`src/verilog/bp_stream_pkg.sv`:
```
////////////////////////////////////////////////////////////
// stream output package
// widths, message type and size encodings, the stream
// header and the run-time stream configuration
////////////////////////////////////////////////////////////

package bp_stream_pkg;

  // FSM side word and output side beat widths
  localparam int data_width_lp  = 64;
  localparam int fill_width_lp  = 128;
  // a cache block is the largest message the FSM can stream
  localparam int block_width_lp = 512;
  localparam int words_lp       = block_width_lp / data_width_lp;
  localparam int cnt_width_lp   = $clog2(words_lp);
  localparam int paddr_width_lp = 16;

  // the encoded value doubles as the bit index into both stream masks
  typedef enum logic [1:0]
  {
    e_rd    = 2'd0,
    e_wr    = 2'd1,
    e_uc_rd = 2'd2,
    e_uc_wr = 2'd3
  } msg_type_e;

  // log2 of the message size in bytes
  typedef enum logic [2:0]
  {
    e_size_1  = 3'd0,
    e_size_2  = 3'd1,
    e_size_4  = 3'd2,
    e_size_8  = 3'd3,
    e_size_16 = 3'd4,
    e_size_32 = 3'd5,
    e_size_64 = 3'd6
  } msg_size_e;

  typedef struct packed
  {
    msg_type_e                 msg_type;
    msg_size_e                 size;
    logic [paddr_width_lp-1:0] addr;
  } stream_header_s;

  // one bit per message type in each mask
  typedef struct packed
  {
    logic [3:0] msg_stream_mask;
    logic [3:0] fsm_stream_mask;
  } stream_cfg_s;

  // writes pack on the output, reads and writes stream on the FSM side
  localparam stream_cfg_s cfg_reset_lp = '{
    msg_stream_mask: 4'b1010,
    fsm_stream_mask: 4'b0011
  };

endpackage

```
`src/verilog/bp_stream_cfg_regs.sv`:
```
////////////////////////////////////////////////////////////
// stream configuration register
// holds the msg and fsm stream masks, loaded on a strobe
////////////////////////////////////////////////////////////

module bp_stream_cfg_regs
  import bp_stream_pkg::*;
(
  input  logic        clk_i,
  input  logic        arst_n_i,

  // write strobe and new mask values
  input  logic        cfg_w_v_i,
  input  stream_cfg_s cfg_i,

  // current masks, steering the pump
  output stream_cfg_s cfg_o
);

  stream_cfg_s cfg_r;

  // the new value shows up on cfg_o the cycle after the strobe
  // software only writes here while no message is in flight
  always_ff @(posedge clk_i or negedge arst_n_i)
  begin
    if (!arst_n_i)
      cfg_r <= cfg_reset_lp;
    else if (cfg_w_v_i)
      cfg_r <= cfg_i;
  end

  assign cfg_o = cfg_r;

endmodule

```
`src/verilog/bp_stream_pump_control.sv`:
```
////////////////////////////////////////////////////////////
// stream pump control
// counts FSM beats of a message and derives the effective
// address, first, last and critical flags of each beat
////////////////////////////////////////////////////////////

module bp_stream_pump_control
  import bp_stream_pkg::*;
(
  input  logic                      clk_i,
  input  logic                      arst_n_i,

  // header is held by the FSM for the whole message
  input  stream_header_s            header_i,
  // one pulse per beat taken from the FSM
  input  logic                      ack_i,

  output logic [paddr_width_lp-1:0] addr_o,
  output logic                      first_o,
  output logic                      last_o,
  output logic                      critical_o
);

  logic [cnt_width_lp-1:0]   cnt_r;
  logic [cnt_width_lp-1:0]   last_cnt;
  logic [cnt_width_lp-1:0]   critical_cnt;
  logic [paddr_width_lp-1:0] size_mask;
  logic [paddr_width_lp-1:0] base_addr;

  // index of the final beat, one beat per 8 bytes and never fewer than one
  always_comb
  begin
    case (header_i.size)
      e_size_16: last_cnt = cnt_width_lp'(1);
      e_size_32: last_cnt = cnt_width_lp'(3);
      e_size_64: last_cnt = cnt_width_lp'(words_lp - 1);
      default:   last_cnt = '0;
    endcase
  end

  // the counter wraps back to zero once the last beat is acknowledged
  always_ff @(posedge clk_i or negedge arst_n_i)
  begin
    if (!arst_n_i)
      cnt_r <= '0;
    else if (ack_i)
    begin
      if (cnt_r == last_cnt)
        cnt_r <= '0;
      else
        cnt_r <= cnt_r + 1'b1;
    end
  end

  // align the header address down to the message size
  assign size_mask = (paddr_width_lp'(1) << header_i.size) - 1'b1;
  assign base_addr = header_i.addr & ~size_mask;

  // each beat moves the address up by one 64-bit word
  assign addr_o = base_addr + {{(paddr_width_lp - cnt_width_lp - 3){1'b0}}, cnt_r, 3'b000};

  // the beat count is a power of two, so masking is the modulo
  assign critical_cnt = header_i.addr[5:3] & last_cnt;

  assign first_o    = (cnt_r == '0);
  assign last_o     = (cnt_r == last_cnt);
  assign critical_o = (cnt_r == critical_cnt);

endmodule

```
`src/verilog/bp_stream_gearbox.sv`:
```
////////////////////////////////////////////////////////////
// stream gearbox
// packs pairs of 64-bit FSM words into 128-bit output beats
// for packing types, zero-extends single words otherwise
////////////////////////////////////////////////////////////

module bp_stream_gearbox
  import bp_stream_pkg::*;
(
  input  logic                     clk_i,
  input  logic                     arst_n_i,

  // narrow side, one FSM word per beat
  input  stream_header_s           msg_header_i,
  input  logic [data_width_lp-1:0] msg_data_i,
  input  logic                     msg_v_i,
  // msg stream mask bit of this message type
  input  logic                     pack_i,
  // the word on msg_data_i is the last of its message
  input  logic                     last_i,
  output logic                     msg_ready_and_o,

  // wide side toward the sink
  output stream_header_s           msg_header_o,
  output logic [fill_width_lp-1:0] msg_data_o,
  output logic                     msg_v_o,
  input  logic                     msg_ready_and_i
);

  logic                     hold_v_r;
  logic [data_width_lp-1:0] hold_data_r;
  logic                     hold_load;
  logic                     hold_clear;

  // header travels with every beat, unchanged
  assign msg_header_o = msg_header_i;

  always_comb
  begin
    msg_data_o      = {{(fill_width_lp - data_width_lp){1'b0}}, msg_data_i};
    msg_v_o         = msg_v_i;
    msg_ready_and_o = msg_ready_and_i;
    if (pack_i && hold_v_r)
    begin
      // odd word completes the pair, held even word goes in the low half
      msg_data_o = {msg_data_i, hold_data_r};
    end
    else if (pack_i && !last_i)
    begin
      // even word with a partner still to come is only parked
      msg_v_o         = 1'b0;
      msg_ready_and_o = 1'b1;
    end
  end

  // an empty holding register can always take an even word
  assign hold_load  = pack_i && !hold_v_r && !last_i && msg_v_i && msg_ready_and_o;
  assign hold_clear = hold_v_r && msg_v_i && msg_ready_and_o;

  always_ff @(posedge clk_i or negedge arst_n_i)
  begin
    if (!arst_n_i)
      hold_v_r <= 1'b0;
    else if (hold_load)
      hold_v_r <= 1'b1;
    else if (hold_clear)
      hold_v_r <= 1'b0;
  end

  always_ff @(posedge clk_i)
  begin
    if (hold_load)
      hold_data_r <= msg_data_i;
  end

endmodule

```
`src/verilog/bp_stream_pump_out.sv`:
```
////////////////////////////////////////////////////////////
// stream output pump
// turns FSM words into output stream beats, choosing N:1
// or 1:1 forwarding from the configured stream masks
////////////////////////////////////////////////////////////

module bp_stream_pump_out
  import bp_stream_pkg::*;
(
  input  logic                      clk_i,
  input  logic                      arst_n_i,

  input  stream_cfg_s               cfg_i,

  // FSM side, header held through the beat marked last
  input  stream_header_s            fsm_header_i,
  input  logic [data_width_lp-1:0]  fsm_data_i,
  input  logic                      fsm_v_i,
  output logic                      fsm_ready_then_o,
  output logic [paddr_width_lp-1:0] fsm_addr_o,
  output logic                      fsm_new_o,
  output logic                      fsm_last_o,
  output logic                      fsm_critical_o,

  // output stream
  output stream_header_s            msg_header_o,
  output logic [fill_width_lp-1:0]  msg_data_o,
  output logic                      msg_v_o,
  input  logic                      msg_ready_and_i
);

  logic gb_v_li;
  logic gb_ready_and_lo;
  logic cnt_up;
  logic nz_stream;
  logic fsm_stream;
  logic msg_stream;

  // more than one FSM beat only above 8 bytes
  assign nz_stream  = (fsm_header_i.size > e_size_8);
  assign fsm_stream = cfg_i.fsm_stream_mask[fsm_header_i.msg_type];
  assign msg_stream = cfg_i.msg_stream_mask[fsm_header_i.msg_type];

  always_comb
  begin
    fsm_ready_then_o = gb_ready_and_lo;
    // every word taken from the FSM advances the counter, in either mode
    cnt_up           = fsm_v_i && fsm_ready_then_o;
    if (fsm_stream && !msg_stream && nz_stream)
    begin
      // N:1, only the first word goes out and the rest are soaked up
      gb_v_li = fsm_v_i && fsm_new_o;
    end
    else
    begin
      // 1:1, every word is handed to the gearbox
      gb_v_li = fsm_v_i;
    end
  end

  bp_stream_pump_control pump_control0
  (
    .clk_i      (clk_i),
    .arst_n_i   (arst_n_i),
    .header_i   (fsm_header_i),
    .ack_i      (cnt_up),
    .addr_o     (fsm_addr_o),
    .first_o    (fsm_new_o),
    .last_o     (fsm_last_o),
    .critical_o (fsm_critical_o)
  );

  bp_stream_gearbox gearbox0
  (
    .clk_i           (clk_i),
    .arst_n_i        (arst_n_i),
    .msg_header_i    (fsm_header_i),
    .msg_data_i      (fsm_data_i),
    .msg_v_i         (gb_v_li),
    .pack_i          (msg_stream),
    .last_i          (fsm_last_o),
    .msg_ready_and_o (gb_ready_and_lo),
    .msg_header_o    (msg_header_o),
    .msg_data_o      (msg_data_o),
    .msg_v_o         (msg_v_o),
    .msg_ready_and_i (msg_ready_and_i)
  );

endmodule

```
`src/verilog/bp_stream_out_top.sv`:
```
////////////////////////////////////////////////////////////
// stream output subsystem top level
// joins the stream configuration register and the pump
////////////////////////////////////////////////////////////

module bp_stream_out_top
  import bp_stream_pkg::*;
(
  input  logic                      clk_i,
  input  logic                      arst_n_i,

  // configuration write port
  input  logic                      cfg_w_v_i,
  input  stream_cfg_s               cfg_i,

  // FSM side
  input  stream_header_s            fsm_header_i,
  input  logic [data_width_lp-1:0]  fsm_data_i,
  input  logic                      fsm_v_i,
  output logic                      fsm_ready_then_o,
  output logic [paddr_width_lp-1:0] fsm_addr_o,
  output logic                      fsm_new_o,
  output logic                      fsm_last_o,
  output logic                      fsm_critical_o,

  // output stream
  output stream_header_s            msg_header_o,
  output logic [fill_width_lp-1:0]  msg_data_o,
  output logic                      msg_v_o,
  input  logic                      msg_ready_and_i
);

  stream_cfg_s cfg_lo;

  bp_stream_cfg_regs cfg_regs0
  (
    .clk_i     (clk_i),
    .arst_n_i  (arst_n_i),
    .cfg_w_v_i (cfg_w_v_i),
    .cfg_i     (cfg_i),
    .cfg_o     (cfg_lo)
  );

  bp_stream_pump_out pump0
  (
    .clk_i            (clk_i),
    .arst_n_i         (arst_n_i),
    .cfg_i            (cfg_lo),
    .fsm_header_i     (fsm_header_i),
    .fsm_data_i       (fsm_data_i),
    .fsm_v_i          (fsm_v_i),
    .fsm_ready_then_o (fsm_ready_then_o),
    .fsm_addr_o       (fsm_addr_o),
    .fsm_new_o        (fsm_new_o),
    .fsm_last_o       (fsm_last_o),
    .fsm_critical_o   (fsm_critical_o),
    .msg_header_o     (msg_header_o),
    .msg_data_o       (msg_data_o),
    .msg_v_o          (msg_v_o),
    .msg_ready_and_i  (msg_ready_and_i)
  );

endmodule

```
`config.mk`:
```
export PLATFORM = sky130hd
export DESIGN_NAME = bp_stream_out_top
export DESIGN_NICKNAME = d
export VERILOG_FILES = /design/src/verilog/bp_stream_pkg.sv /design/src/verilog/bp_stream_cfg_regs.sv /design/src/verilog/bp_stream_pump_control.sv /design/src/verilog/bp_stream_gearbox.sv /design/src/verilog/bp_stream_pump_out.sv /design/src/verilog/bp_stream_out_top.sv
export SDC_FILE = /design/constraint.sdc
export NUM_CORES = 1
export LEC_CHECK = 0
export BUFFER_PORTS_ARGS = -buffer_cell sky130_fd_sc_hd__buf_2
export CORE_MARGIN = 8
export CORE_UTILIZATION = 46
export CTS_CLUSTER_DIAMETER = 80
export DETAILED_ROUTE_END_ITERATION = 10
export PLACE_DENSITY = 0.86
export SLEW_MARGIN = 10
export SYNTH_ARGS = -nofsm -noshare
export SYNTH_HDL_FRONTEND = slang
export SYNTH_SLANG_ARGS = --single-unit
```
`constraint.sdc`:
```
create_clock -name clk_i -period 3.5 [get_ports clk_i]
set_clock_uncertainty 0.15 [all_clocks]
set_input_delay 0.175 -clock clk_i [delete_from_list [all_inputs] [get_ports clk_i]]
set_output_delay 0.175 -clock clk_i [all_outputs]
set_load 0.02 [all_outputs]
```
==> results.txt, run 1 <==
The flow ran to the end, and the final reports show no timing, DRC or antenna violations. The logs give 37 for the number of placement rows and 9 for the number of CTS-inserted buffers. TritonCTS built the clock tree. The run gives 17,100 um as the total wirelength of the detailed-routed design. The later pin in the worst-skew pair is clocked with a latency of 0.33 ns.

The number of port buffers is 267, and the endpoint arrival time on the critical path is 3.01 ns. The share of final-layout standard cells stronger than drive strength 1 came out at 0.544. Clock-pin slew was measured on the worst setup and hold paths at 0.07 ns.

The nature of the critical path startpoint is a primary input. Setup repair after global routing left no endpoint under its margin. Entering global routing, the biggest net connects 66 pins. The multiplexer share of the synthesized area works out to 0.226. The most used routing layer in global routing was met2. By area the synthesized netlist is led by sky130_fd_sc_hd__edfxtp_1 39%, sky130_fd_sc_hd__mux2_4 19%, sky130_fd_sc_hd__and3_1 8.4%.

The main combinational cell family by area after synthesis was multiplexers. The worst register-to-register path ends at pump0.gearbox0.hold_data_r[63]$_DFFE_PP_. The tools report the cell at the root of the clock tree as sky130_fd_sc_hd__clkbuf_8.

The detailed placement HPWL was 11,400 um; the worst IR drop on VDD was 411 uV. The launching point of the worst reg2reg path was pump0.gearbox0.hold_v_r$_DFFE_PN0P_. 268 I/O pins were placed.

The slew of the pin with the lowest slew margin was 0.946 ns; the fraction of post-synthesis cell area in the top cell type by area was 0.391. The tools report the flop-to-flop setup slack as 1.03 ns. The logs give 386 for the number of instances in the synthesized netlist and 0 for the max-slew violation count.

Setup violations remaining at the end of the flow were counted as 0. In this run the deepest clock path goes through 2 buffers. STA puts the critical path data required time at 3.17 ns. In the final timing run, aggregate negative setup slack is 0 ns. The xor/xnor cell area share of the yosys netlist was 0.0285; the post-synthesis share of cell area spent on full adders, half adders and majority gates was 0.0219. The number of different library cells used by synthesis comes to 51. In this run the most critical hold path is launched from cfg_w_v_i. The run gives 0 as the remaining antenna violation count.

The post-route fraction of the period consumed by the critical path was 0.952; the via count normalized by instance count was 5.29. The synthesized design spends more area on one cell type than any other, namely sky130_fd_sc_hd__edfxtp_1. The logs give 3 for the maximum level of the CTS H-tree and 0.369 for the normalized max-slew margin.

The analysis attributes to cell leakage a power of 3.57 nW. Number of nets produced by synthesis: 492. The number of global-route vias before repair is 4,709, and the fmax is 0.300 GHz. The die covers 14,200 sq um. The critical path is of the in2out type. Worst min-delay path endpoint: cfg_regs0.cfg_o[6]$_DFFE_PN0P_. The most frequent standard cell in the layout excluding fill and tap cells is sky130_fd_sc_hd__buf_2.

The min-delay analysis places its worst path in the category in2reg. The type of destination of the critical path is a primary output. The register bit total from synthesis was 76; the final count of hold timing violations was 0.

The all-layer global routing usage is 0.227. For the effective utilization at floorplan, the log shows 0.474. Dominant synthesized flop cell: sky130_fd_sc_hd__edfxtp_1. The final worst setup slack is 0.170 ns, and the Yosys warning count is 0.

Number of nets in the final layout: 804. Power spread over the standard cell area amounts to 524 nW/um^2. The post-synthesis average cell area came out at 12.7 sq um. The critical-path maximum fanout is 5, and the synthesized-area fraction occupied by and/or/nand/nor cells is 0.157.

Measured along the x axis, the die boundary spans 119 um. Dividing the detail-routed wire length by the instance count gives 20.3 um. After synthesis the cells add up to 4910 sq um. The violation count after the first detailed-routing iteration was 360; the routability-driven placement congestion ratio was 0.869.

Synthesized-area fraction occupied by ao, oa, aoi and oai cells: 0.0265. Fill cells in the final layout number 733. The floorplan step set the die height to 119 um.

Counting I/O delays and the setup requirement, the final critical path takes 3.33 ns. The detailed-routing iteration count for the pre-antenna-repair pass is 5, and the layout-stage area growth over the synthesis result is 44.0%. Share of synthesized registers carrying an async set or reset: 0.158. Prior to clock tree synthesis, the placed netlist has a worst setup slack of 0.0818 ns. The number of enable-type register cells in the synthesized netlist is 64, and the max-capacitance violation count is 0. The met2 global-route usage came out at 0.416.

The first global-routing pass estimated 26,200 um of wire. For this run, the slowest stage of the critical path takes 0.44 ns. The number of sinks driven by the clock tree was 76.

The run gives 0.682 as the final cell utilization of the core. Leaving out fill and tap cells, the most frequent cells in the layout are 267 x sky130_fd_sc_hd__buf_2, 74 x sky130_fd_sc_hd__dlygate4sd3_1, 66 x sky130_fd_sc_hd__and3_1. The worst hold path depth was 2; the part of the Yosys area used for sequential elements was 0.453. Counting stages on the worst path, the most repeated cell is sky130_fd_sc_hd__buf_2. The routed layout has 4,441 vias. Walking the worst path, the cells encountered are buf_2 -> or3_1 -> ha_1 -> and2_0 -> o21ai_1 -> o311ai_2 -> fa_1 -> inv_1 -> a21oi_1 -> or2_2 -> nor3_2 -> xor2_1 -> buf_2. The slowest cell on the critical path was sky130_fd_sc_hd__fa_1. For this run, design rule violations remaining after detail routing come to 0. The routing usage on met3 is 0.0572, and the number of cells traversed by the worst register-to-register path is 5. The sum of overflow across all layers after global routing is 0, and the met1 track utilization from global routing is 0.240. The total area inside the core boundary comes to 10,400 sq um. The initial antenna violation count is 1, and the area of placed instances is 6120 sq um. Once layout is done, the placed cells without fillers occupy 7070 sq um.
-- sequential cells by signal, summed over array words and instances (netlist names) --
name and cells:
cfg_regs0.cfg_o 8, pump0.gearbox0.hold_v_r 1, pump0.gearbox0.hold_data_r 64, pump0.pump_control0.cnt_r 3
-- worst max-delay path: cells and delay by family --
kind	cells	cell delay (ns)
AO/OA/AOI/OAI	3	0.46
XOR/XNOR	1	0.18
adder cells (fa/ha/maj)	2	0.70
buffers and inverters	3	0.37
AND/OR/NAND/NOR	4	1.11
-- layer usage --
metal	routed length, um	up-vias
li1	-	2014
met1	6170	2147
met2	8940	240
met3	1390	40
met4	561	0
met5	0	-
-- worst max path at each step --
stage | start | end | slack, ns | cells after the start
3_5_place_dp | fsm_header_i[16] | fsm_addr_o[9] | 0.08 | 13
6_report | fsm_header_i[16] | fsm_addr_o[9] | 0.17 | 13
4_1_cts | fsm_header_i[16] | fsm_addr_o[9] | 0.07 | 13
2_1_floorplan | fsm_header_i[16] | fsm_addr_o[9] | 0.16 | 13
3_3_place_gp | fsm_header_i[16] | fsm_addr_o[9] | 0.28 | 13
5_1_grt | fsm_header_i[16] | fsm_addr_o[9] | 0.005 | 13
-- synthesized netlist by cell type, drive strengths merged (2+ instances only) --
| cell | number |
|---|---|
| a21oi | 4 |
| and2 | 5 |
| and3 | 66 |
| buf | 30 |
| clkbuf | 20 |
| dfrtp | 8 |
| dfstp | 4 |
| edfxtp | 64 |
| ha | 7 |
| inv | 12 |
| mux2 | 75 |
| nand2 | 12 |
| nand2b | 3 |
| nand3 | 8 |
| nor2 | 7 |
| nor2b | 6 |
| nor3 | 5 |
| nor3b | 3 |
| o211ai | 2 |
| o21ai | 6 |
| or2 | 2 |
| xnor2 | 10 |
| xor2 | 6 |
-- power by group --
part	internal [mW]	switching, mW	total [mW]
logic	0.765	1.05	1.82
registers	1.12	0.113	1.23
clock network	0.327	0.330	0.657
total	2.21	1.49	3.70
-- kinds of logic after synthesis --
group / count (synthesis)
multiplexers: 77
XOR/XNOR: 16
flip-flops: 76
AND/OR/NAND/NOR: 128
adder cells (fa/ha/maj): 8
buffers and inverters: 62
AO/OA/AOI/OAI: 19
-- cell type report --
type | count | area, sq um | area share
flip-flops and latches | 76 | 2230 | 0.315
repair buffers | 351 | 2160 | 0.306
well taps | 136 | 170 | 0.0241
inverters | 12 | 45.0 | 0.00637
clock buffers | 9 | 124 | 0.0175
clock inverters | 6 | 65.1 | 0.00920
diodes | 1 | 2.50 | 0.000354
multi-input cells | 248 | 2270 | 0.321
-- timing repair --
action | 4_1_cts | 5_1_grt
hold endpoints to repair | 85 | 0
buffers inserted | 0 | 0
hold buffers | 74 | 0
gates resized for setup | 0 | 5
endpoints found under the setup margin | 0 | 6
-- per-stage QoR --
step | cells | hold WS (ns) | power [mW]
final | 839 | 0.0864 | 3.70
after global routing | 839 | 0.0863 | 3.89
after CTS | 838 | 0.0739 | 3.68
after detailed placement | 749 | -0.0794 | 2.96
after global placement | 749 | -0.0898 | 2.92
after floorplan | 386 | -0.271 | 2.51
Power figures use the tool's default switching activity.
==> inputs of run 2 (changes only) <==
--- a/config.mk
+++ b/config.mk
@@ -7,10 +7,11 @@
 export LEC_CHECK = 0
 export BUFFER_PORTS_ARGS = -buffer_cell sky130_fd_sc_hd__buf_2
 export CORE_MARGIN = 8
-export CORE_UTILIZATION = 46
+export CORE_UTILIZATION = 47
+export CTS_BUF_LIST = sky130_fd_sc_hd__clkbuf_8
 export CTS_CLUSTER_DIAMETER = 80
 export DETAILED_ROUTE_END_ITERATION = 10
-export PLACE_DENSITY = 0.86
+export PLACE_DENSITY = 0.88
 export SLEW_MARGIN = 10
 export SYNTH_ARGS = -nofsm -noshare
 export SYNTH_HDL_FRONTEND = slang
==> run 2 against run 1 <==
  * Sequential share of layout area shrank 0.11 points
  * Critical path depth did not move
  * Critical path type unchanged
  * Clock power grew 15%
==> results.txt, run 2 (synthesis results as in run 1) <==
The fmax is 0.306 GHz (was 0.300 GHz). Cell at the root of the clock tree: sky130_fd_sc_hd__clkbuf_8 (unchanged). The logs give 11,100 um (was 11,400 um) for the detailed placement HPWL and 0.199 (was 0.178) for the share of total power in the clock network. The tools report the final count of hold timing violations as 0 (unchanged).

The routed length per placed instance is 20.6 um (was 20.3 um), and the leakage power is 3.58 nW (was 3.57 nW). The tools report the cell-internal power as 2.29 mW (was 2.21 mW). Die height: 118 um (was 119 um). Relative contribution of combinational cells to total power: 0.484 (was 0.491). The number of buffers added for setup after CTS was 0 (unchanged); the final routed DRC violation total was 0 (unchanged). The run gives 290 uV (was 411 uV) as the worst IR drop on VDD. The logs give 3.82 mW (was 3.70 mW) for the total power consumption of the routed design and 2.94 ns (was 3.01 ns) for the endpoint arrival time on the critical path. The number of placement rows came out at 37 (unchanged). The routability-driven placement congestion ratio was 0.860 (was 0.869). Nature of the critical path startpoint: a primary input (unchanged).

The flow ran to the end, and the final reports show no timing, DRC or antenna violations. The max-slew violation count is 0 (unchanged), and the sum of overflow across all layers after global routing is 0 (unchanged). The initial antenna violation count is 0 (was 1), and the clock-pin slew on the worst setup and hold paths is 0.09 ns (was 0.07 ns). The remaining antenna violation count is 0 (unchanged), and the number of CTS-inserted buffers is 9 (unchanged). Slew of the pin with the lowest slew margin: 0.563 ns (was 0.946 ns). The number of cells traversed by the worst register-to-register path works out to 6 (was 5). The logs give 0.625 (was 0.369) for the normalized max-slew margin and 26,900 um (was 26,200 um) for the first-pass GRT wire length.

Layout-stage area growth over the synthesis result: 44.4% (was 44.0%). The number of port buffers is 267 (unchanged). Path category of the worst min-delay check: in2reg (unchanged). The tools report the net switching power figure as 1.52 mW (was 1.49 mW). The flip-flop count of the largest register after layout was 64 (unchanged); the number of global-route vias before repair was 4,631 (was 4,709). Path type of the worst setup path: in2out (unchanged).

The source-to-sink clock delay at the later pin of the worst-skew pair was 0.34 ns (was 0.33 ns). The maximum level of the CTS H-tree is 3 (unchanged), and the fill cell total of the finished layout is 671 (was 733). The total of endpoints with negative setup slack in the final report was 0 (unchanged).

The register share of total power was 0.318 (was 0.332); the share of final-layout standard cells stronger than drive strength 1 was 0.540 (was 0.544). For the standard cell core area, the log shows 10,200 sq um (was 10,400 sq um). The critical-path maximum fanout is 17 (was 5). The via count normalized by instance count is 5.26 (was 5.29). For the placement-stage worst setup slack, the log shows 0.191 ns (was 0.0818 ns).

Largest register by flop count: pump0.gearbox0.hold_data_r (unchanged). The switching part of the total power is 0.400 (was 0.404), and the detailed-routing iteration count for the pre-antenna-repair pass is 6 (was 5). The power density relative to cell area came out at 538 nW/um^2 (was 524 nW/um^2). Area of the die: 14,000 sq um (was 14,200 sq um). Maximum number of pins on one net before global-route repair: 66 (unchanged). TritonCTS built the clock tree. The number of top-level design ports is 268 (unchanged), and the number of nets in the final layout is 803 (was 804). For the number of sinks driven by the clock tree, the log shows 76 (unchanged). The tools report the type of destination of the critical path as a primary output (unchanged). Worst hold path depth: 3 (was 2). The run gives 356 (was 360) as the violation count after the first detailed-routing iteration. Max-capacitance violation count: 0 (unchanged). The maximum buffer depth of the clock tree is 2 (unchanged), and the total wirelength of the detailed-routed design is 17,300 um (was 17,100 um). Most frequent standard cell in the layout excluding fill and tap cells: sky130_fd_sc_hd__buf_2 (unchanged). The all-layer global routing usage was 0.238 (was 0.227); the number of diodes added for antenna fixing was 0 (was 1). Post-route fraction of the period consumed by the critical path: 0.934 (was 0.952). The clock period minus worst slack was 3.27 ns (was 3.33 ns); the total number of vias was 4,405 (was 4,441).

The required time at the worst-slack endpoint is 3.17 ns (about the same), and the final worst setup slack is 0.230 ns (was 0.170 ns). The effective utilization at floorplan came out at 0.480 (was 0.474). Most used cells in the layout excluding fill and tap cells: 267 x sky130_fd_sc_hd__buf_2, 74 x sky130_fd_sc_hd__dlygate4sd3_1, 66 x sky130_fd_sc_hd__and3_1 (unchanged).

Horizontal die dimension: 118 um (was 119 um).
run 2: cell type report:
class                      instances  area (sq um)  share of cell area
sequential                        76          2230               0.314
timing repair buffer             350          2170               0.306
tap                              136           170              0.0240
multi-input combinational        248          2260               0.319
clock buffer                       9           124              0.0175
inverter                          12          45.0             0.00635
clock inverter                     7          97.6              0.0138
run 2: power by group through the flow:
stage               Sequential (mW)  Clock (mW)  Combinational, mW
floorplan                      1.17           0               1.34
global placement               1.22           0               1.71
detailed placement             1.23           0               1.75
CTS                            1.21       0.777               1.82
global route                   1.23       0.810               1.95
finish                         1.21       0.758               1.85
run 2: critical path: stages:
cell                       delay (ns)
sky130_fd_sc_hd__buf_2           0.18
sky130_fd_sc_hd__or3_1           0.37
sky130_fd_sc_hd__ha_1            0.21
sky130_fd_sc_hd__and2_0          0.15
sky130_fd_sc_hd__o21ai_0         0.16
sky130_fd_sc_hd__o311ai_1        0.18
sky130_fd_sc_hd__fa_1            0.45
sky130_fd_sc_hd__inv_1           0.07
sky130_fd_sc_hd__a21oi_1         0.08
sky130_fd_sc_hd__or2_2           0.31
sky130_fd_sc_hd__nor3_1          0.25
sky130_fd_sc_hd__xor2_1          0.16
sky130_fd_sc_hd__buf_2           0.18
run 2: stage by stage:
stage	hold WS [ns]	util	TNS [ns]	instance area, sq um	cells
after CTS	0.0469	0.693	0	7090	838
after global routing	0.0687	0.694	-0.00201	7100	838
after global placement	-0.0922	0.599	0	6130	748
after detailed placement	-0.0853	0.599	0	6130	748
after floorplan	-0.271	-	0	4910	386
final	0.0794	0.694	0	7100	838
run 2: per-layer routing:
metal / track usage / wire length (um)
met5: 0 / 0
met4: 0.0616 / 392
met3: 0.0676 / 1430
met2: 0.444 / 9010
met1: 0.257 / 6460
run 2: final timing paths:
| kind | from | end | slack, ns |
|---|---|---|---|
| worst max-delay path | fsm_header_i[18] | fsm_addr_o[9] | 0.23 |
| worst min-delay path | fsm_v_i | pump0.gearbox0.hold_v_r$_DFFE_PN0P_ | 0.08 |
| worst max register to register | pump0.pump_control0.cnt_r[0]$_DFFE_PN0P_ | pump0.gearbox0.hold_data_r[58]$_DFFE_PP_ | 1.10 |
| worst min register to register | cfg_regs0.cfg_o[4]$_DFFE_PN0P_ | cfg_regs0.cfg_o[4]$_DFFE_PN0P_ | 0.37 |
| max in group asynchronous | arst_n_i | cfg_regs0.cfg_o[1]$_DFFE_PN1P_ | 2.83 |
| min in group asynchronous | arst_n_i | cfg_regs0.cfg_o[2]$_DFFE_PN0P_ | 0.09 |
run 2: timing repair:
| action | CTS | global route |
|---|---|---|
| hold endpoints to repair | 85 | 0 |
| resized for setup | 0 | 2 |
| hold buffers | 74 | 0 |
| setup endpoints to repair | 0 | 5 |
==> inputs of run 3 (changes only) <==
--- a/config.mk
+++ b/config.mk
@@ -12,6 +12,7 @@
 export CTS_CLUSTER_DIAMETER = 80
 export DETAILED_ROUTE_END_ITERATION = 10
 export PLACE_DENSITY = 0.88
+export REMOVE_ABC_BUFFERS = 1
 export SLEW_MARGIN = 10
 export SYNTH_ARGS = -nofsm -noshare
 export SYNTH_HDL_FRONTEND = slang
==> run 3 against run 2 <==
  * Die area did not move
  * Non-clock buffer count fell by 1
  * Final cell count rose by 0.12%
  * Count of clock-buffer cells in the layout did not move
  * Critical path type unchanged
  * Sequential power barely moved
  * Highest routed layer unchanged
  * Fmax fell by 1.2%
  * Critical endpoint unchanged
  * Sequential share of layout area rose by 0.13 points
  * Clock power fell by 13%
==> results.txt, run 3 (synthesis results as in run 1) <==
The tools report the post-route non-filler standard cell count as 839 (was 838). Normalized max-slew margin: 0.610 (was 0.625). The power density relative to cell area was 526 nW/um^2 (was 538 nW/um^2). Max-capacitance violation count: 0 (unchanged). The total of endpoints with negative setup slack in the final report is 0 (unchanged), and the cell count after placement is 747 (was 748). The critical-path maximum fanout works out to 8 (was 17).

The logs give 0 (unchanged) for the final count of hold timing violations and 0 ns (unchanged) for the sum of negative setup slack. The initial antenna violation count came out at 2 (was 0). The clock-pin slew on the worst setup and hold paths works out to 0.08 ns (was 0.09 ns).

The via count normalized by instance count was 5.44 (was 5.26); the endpoint arrival time on the critical path was 2.99 ns (was 2.94 ns). The maximum number of pins on one net before global-route repair came out at 66 (unchanged). For the fmax, the log shows 0.302 GHz (was 0.306 GHz). The tools report the maximum buffer depth of the clock tree as 2 (unchanged). Slew of the pin with the lowest slew margin: 0.584 ns (was 0.563 ns). The flow ran to the end, and the final reports show no timing, DRC or antenna violations.

The detailed placement HPWL was 11,600 um (was 11,100 um); the met2 layer wire length in the routed design was 8770 um (was 9010 um). The most frequent standard cell in the layout excluding fill and tap cells is sky130_fd_sc_hd__buf_2 (unchanged). The logs give 0 (unchanged) for the number of buffers added for setup after CTS and 1580 um (was 1430 um) for the total length of routed met3 wires. The number of top-level design ports was 268 (unchanged).

Cell at the root of the clock tree: sky130_fd_sc_hd__clkbuf_8 (unchanged). Largest stage delay on the critical path: 0.45 ns (about the same). The run gives 3.72 mW (was 3.82 mW) as the total power consumption of the routed design. TritonCTS built the clock tree. The remaining antenna violation count came out at 0 (unchanged). The run gives 0.236 (was 0.238) as the all-layer global routing usage. The sum of overflow across all layers after global routing was 0 (unchanged). The maximum level of the CTS H-tree came out at 3 (unchanged). Crit-path cells: buf_2 -> or3_1 -> ha_1 -> and2_0 -> o21ai_1 -> o311ai_2 -> fa_1 -> inv_1 -> a21oi_1 -> or2_2 -> nor3_1 -> xor2_1 -> buf_2 (was buf_2 -> or3_1 -> ha_1 -> and2_0 -> o21ai_0 -> o311ai_1 -> fa_1 -> inv_1 -> a21oi_1 -> or2_2 -> nor3_1 -> xor2_1 -> buf_2). The share of final-layout standard cells stronger than drive strength 1 is 0.544 (was 0.540).

Most used cells in the layout excluding fill and tap cells: 267 x sky130_fd_sc_hd__buf_2, 74 x sky130_fd_sc_hd__dlygate4sd3_1, 66 x sky130_fd_sc_hd__and3_1 (unchanged). The number of global-route vias before repair was 4,791 (was 4,631); the total wirelength of the detailed-routed design was 17,400 um (was 17,300 um). The logs give 14,000 sq um (unchanged) for the area of the die and 0.34 ns (about the same) for the source-to-sink clock delay at the later pin of the worst-skew pair. The layout-stage area growth over the synthesis result was 43.9% (was 44.4%). The max-slew violation count was 0 (unchanged). The effective utilization at floorplan was 0.480 (unchanged).

The tools report the detailed-routing wirelength on met1 as 6380 um (was 6460 um). The flip-flop count of the largest register after layout works out to 64 (unchanged). The post-route fraction of the period consumed by the critical path works out to 0.946 (was 0.934). The number of port buffers works out to 267 (unchanged). Path category of the worst min-delay check: in2reg (unchanged). The number of buffers and inverters on the critical path works out to 3 (unchanged).

The top cell family by delay on the critical path was simple AND/OR/NAND/NOR gates (unchanged). The number of CTS-inserted buffers was 9 (unchanged). The final-layout worst hold slack was 0.0757 ns (was 0.0794 ns); the routed length per placed instance was 20.7 um (was 20.6 um). The logs give 340 uV (was 290 uV) for the worst IR drop on VDD and 3.57 nW (was 3.58 nW) for the leakage power. The die height is 118 um (unchanged), and the final routed DRC violation total is 0 (unchanged).

The uppermost metal layer occupied by signal nets is met4 (unchanged). The type of destination of the critical path is a primary output (unchanged). First-pass GRT wire length: 26,700 um (was 26,900 um). The nature of the critical path startpoint is a primary input (unchanged).

The clock period minus worst slack was 3.31 ns (was 3.27 ns); the horizontal die dimension was 118 um (unchanged). The cell occurring most often along the worst timing path was sky130_fd_sc_hd__buf_2 (unchanged). The standard cell core area came out at 10,200 sq um (unchanged).

Routability-driven placement congestion ratio: 0.802 (was 0.860). Required time at the worst-slack endpoint: 3.17 ns (about the same). The detailed-routing iteration count for the pre-antenna-repair pass is 5 (was 6). The violation count after the first detailed-routing iteration is 386 (was 356), and the number of sinks driven by the clock tree is 76 (unchanged). Setup repair after global routing left no endpoint under its margin. Total number of vias: 4,567 (was 4,405). The number of nets in the final layout was 802 (was 803).

The path type of the worst setup path was in2out (unchanged). Largest register by flop count: pump0.gearbox0.hold_data_r (unchanged). Number of placement rows: 37 (unchanged).

The slowest cell on the critical path was sky130_fd_sc_hd__fa_1 (unchanged).
-- run 3: changes by cell type in the layout (fill, tap and decap cells not counted), sizes merged --
cell,delta
inv,-1
diode,+2
bufinv,-1
clkinv,+2
buf,-1
-- run 3: through the flow --
stage / cell area [sq um] / utilization / worst slack [ns]
3_5_place_dp: 6120 / 0.598 / 0.0789
5_1_grt: 7070 / 0.691 / 0.00945
4_1_cts: 7050 / 0.689 / 0.0776
2_1_floorplan: 4530 / - / 0.359
6_report: 7070 / 0.691 / 0.190
3_3_place_gp: 6120 / 0.598 / 0.240
-- run 3: layout make-up --
cell class	count	area (sq um)
Antenna cell	2	5.00
Clock buffer	9	124
Clock inverter	7	66.3
Fill cell	698	3160
Inverter	12	45.0
Multi-Input combinational cell	248	2270
Sequential cell	76	2230
Tap cell	136	170
Timing Repair Buffer	349	2160
-- run 3: tightest hold or removal path, cell delays in order --
cell                      delay, ns
sky130_fd_sc_hd__buf_2         0.14
sky130_fd_sc_hd__nand3_1       0.07
sky130_fd_sc_hd__a32o_1        0.15
-- run 3: final timing paths --
check / start / endpoint / slack [ns] / cells after the start
max in group asynchronous: arst_n_i / cfg_regs0.cfg_o[7]$_DFFE_PN1P_ / 2.83 / 2
min in group asynchronous: arst_n_i / cfg_regs0.cfg_o[2]$_DFFE_PN0P_ / 0.09 / 2
worst min-delay path: fsm_v_i / pump0.pump_control0.cnt_r[2]$_DFFE_PN0P_ / 0.08 / 3
worst max register to register: pump0.pump_control0.cnt_r[0]$_DFFE_PN0P_ / pump0.gearbox0.hold_data_r[4]$_DFFE_PP_ / 0.87 / 6
worst max-delay path: fsm_header_i[16] / fsm_addr_o[9] / 0.19 / 13
worst min register to register: cfg_regs0.cfg_o[4]$_DFFE_PN0P_ / cfg_regs0.cfg_o[4]$_DFFE_PN0P_ / 0.37 / 1
-- run 3: where the power goes --
| group | switching (mW) | leakage, nW | internal [mW] |
|---|---|---|---|
| Clock | 0.332 | 0.0992 | 0.327 |
| Sequential | 0.0813 | 0.722 | 1.12 |
| Combinational | 1.09 | 2.75 | 0.768 |
-- run 3: routing by layer --
metal  GRT usage  vias up
li1            -     2015
met1       0.249     2199
met2       0.425      310
met3      0.0790       43
met4      0.0961        0
met5           0        -
-- run 3: timing repair --
item                       4_1_cts  5_1_grt
hold buffers                    74        0
hold endpoints to repair        85        0
setup endpoints to repair        0        7
gates resized for setup          0        4
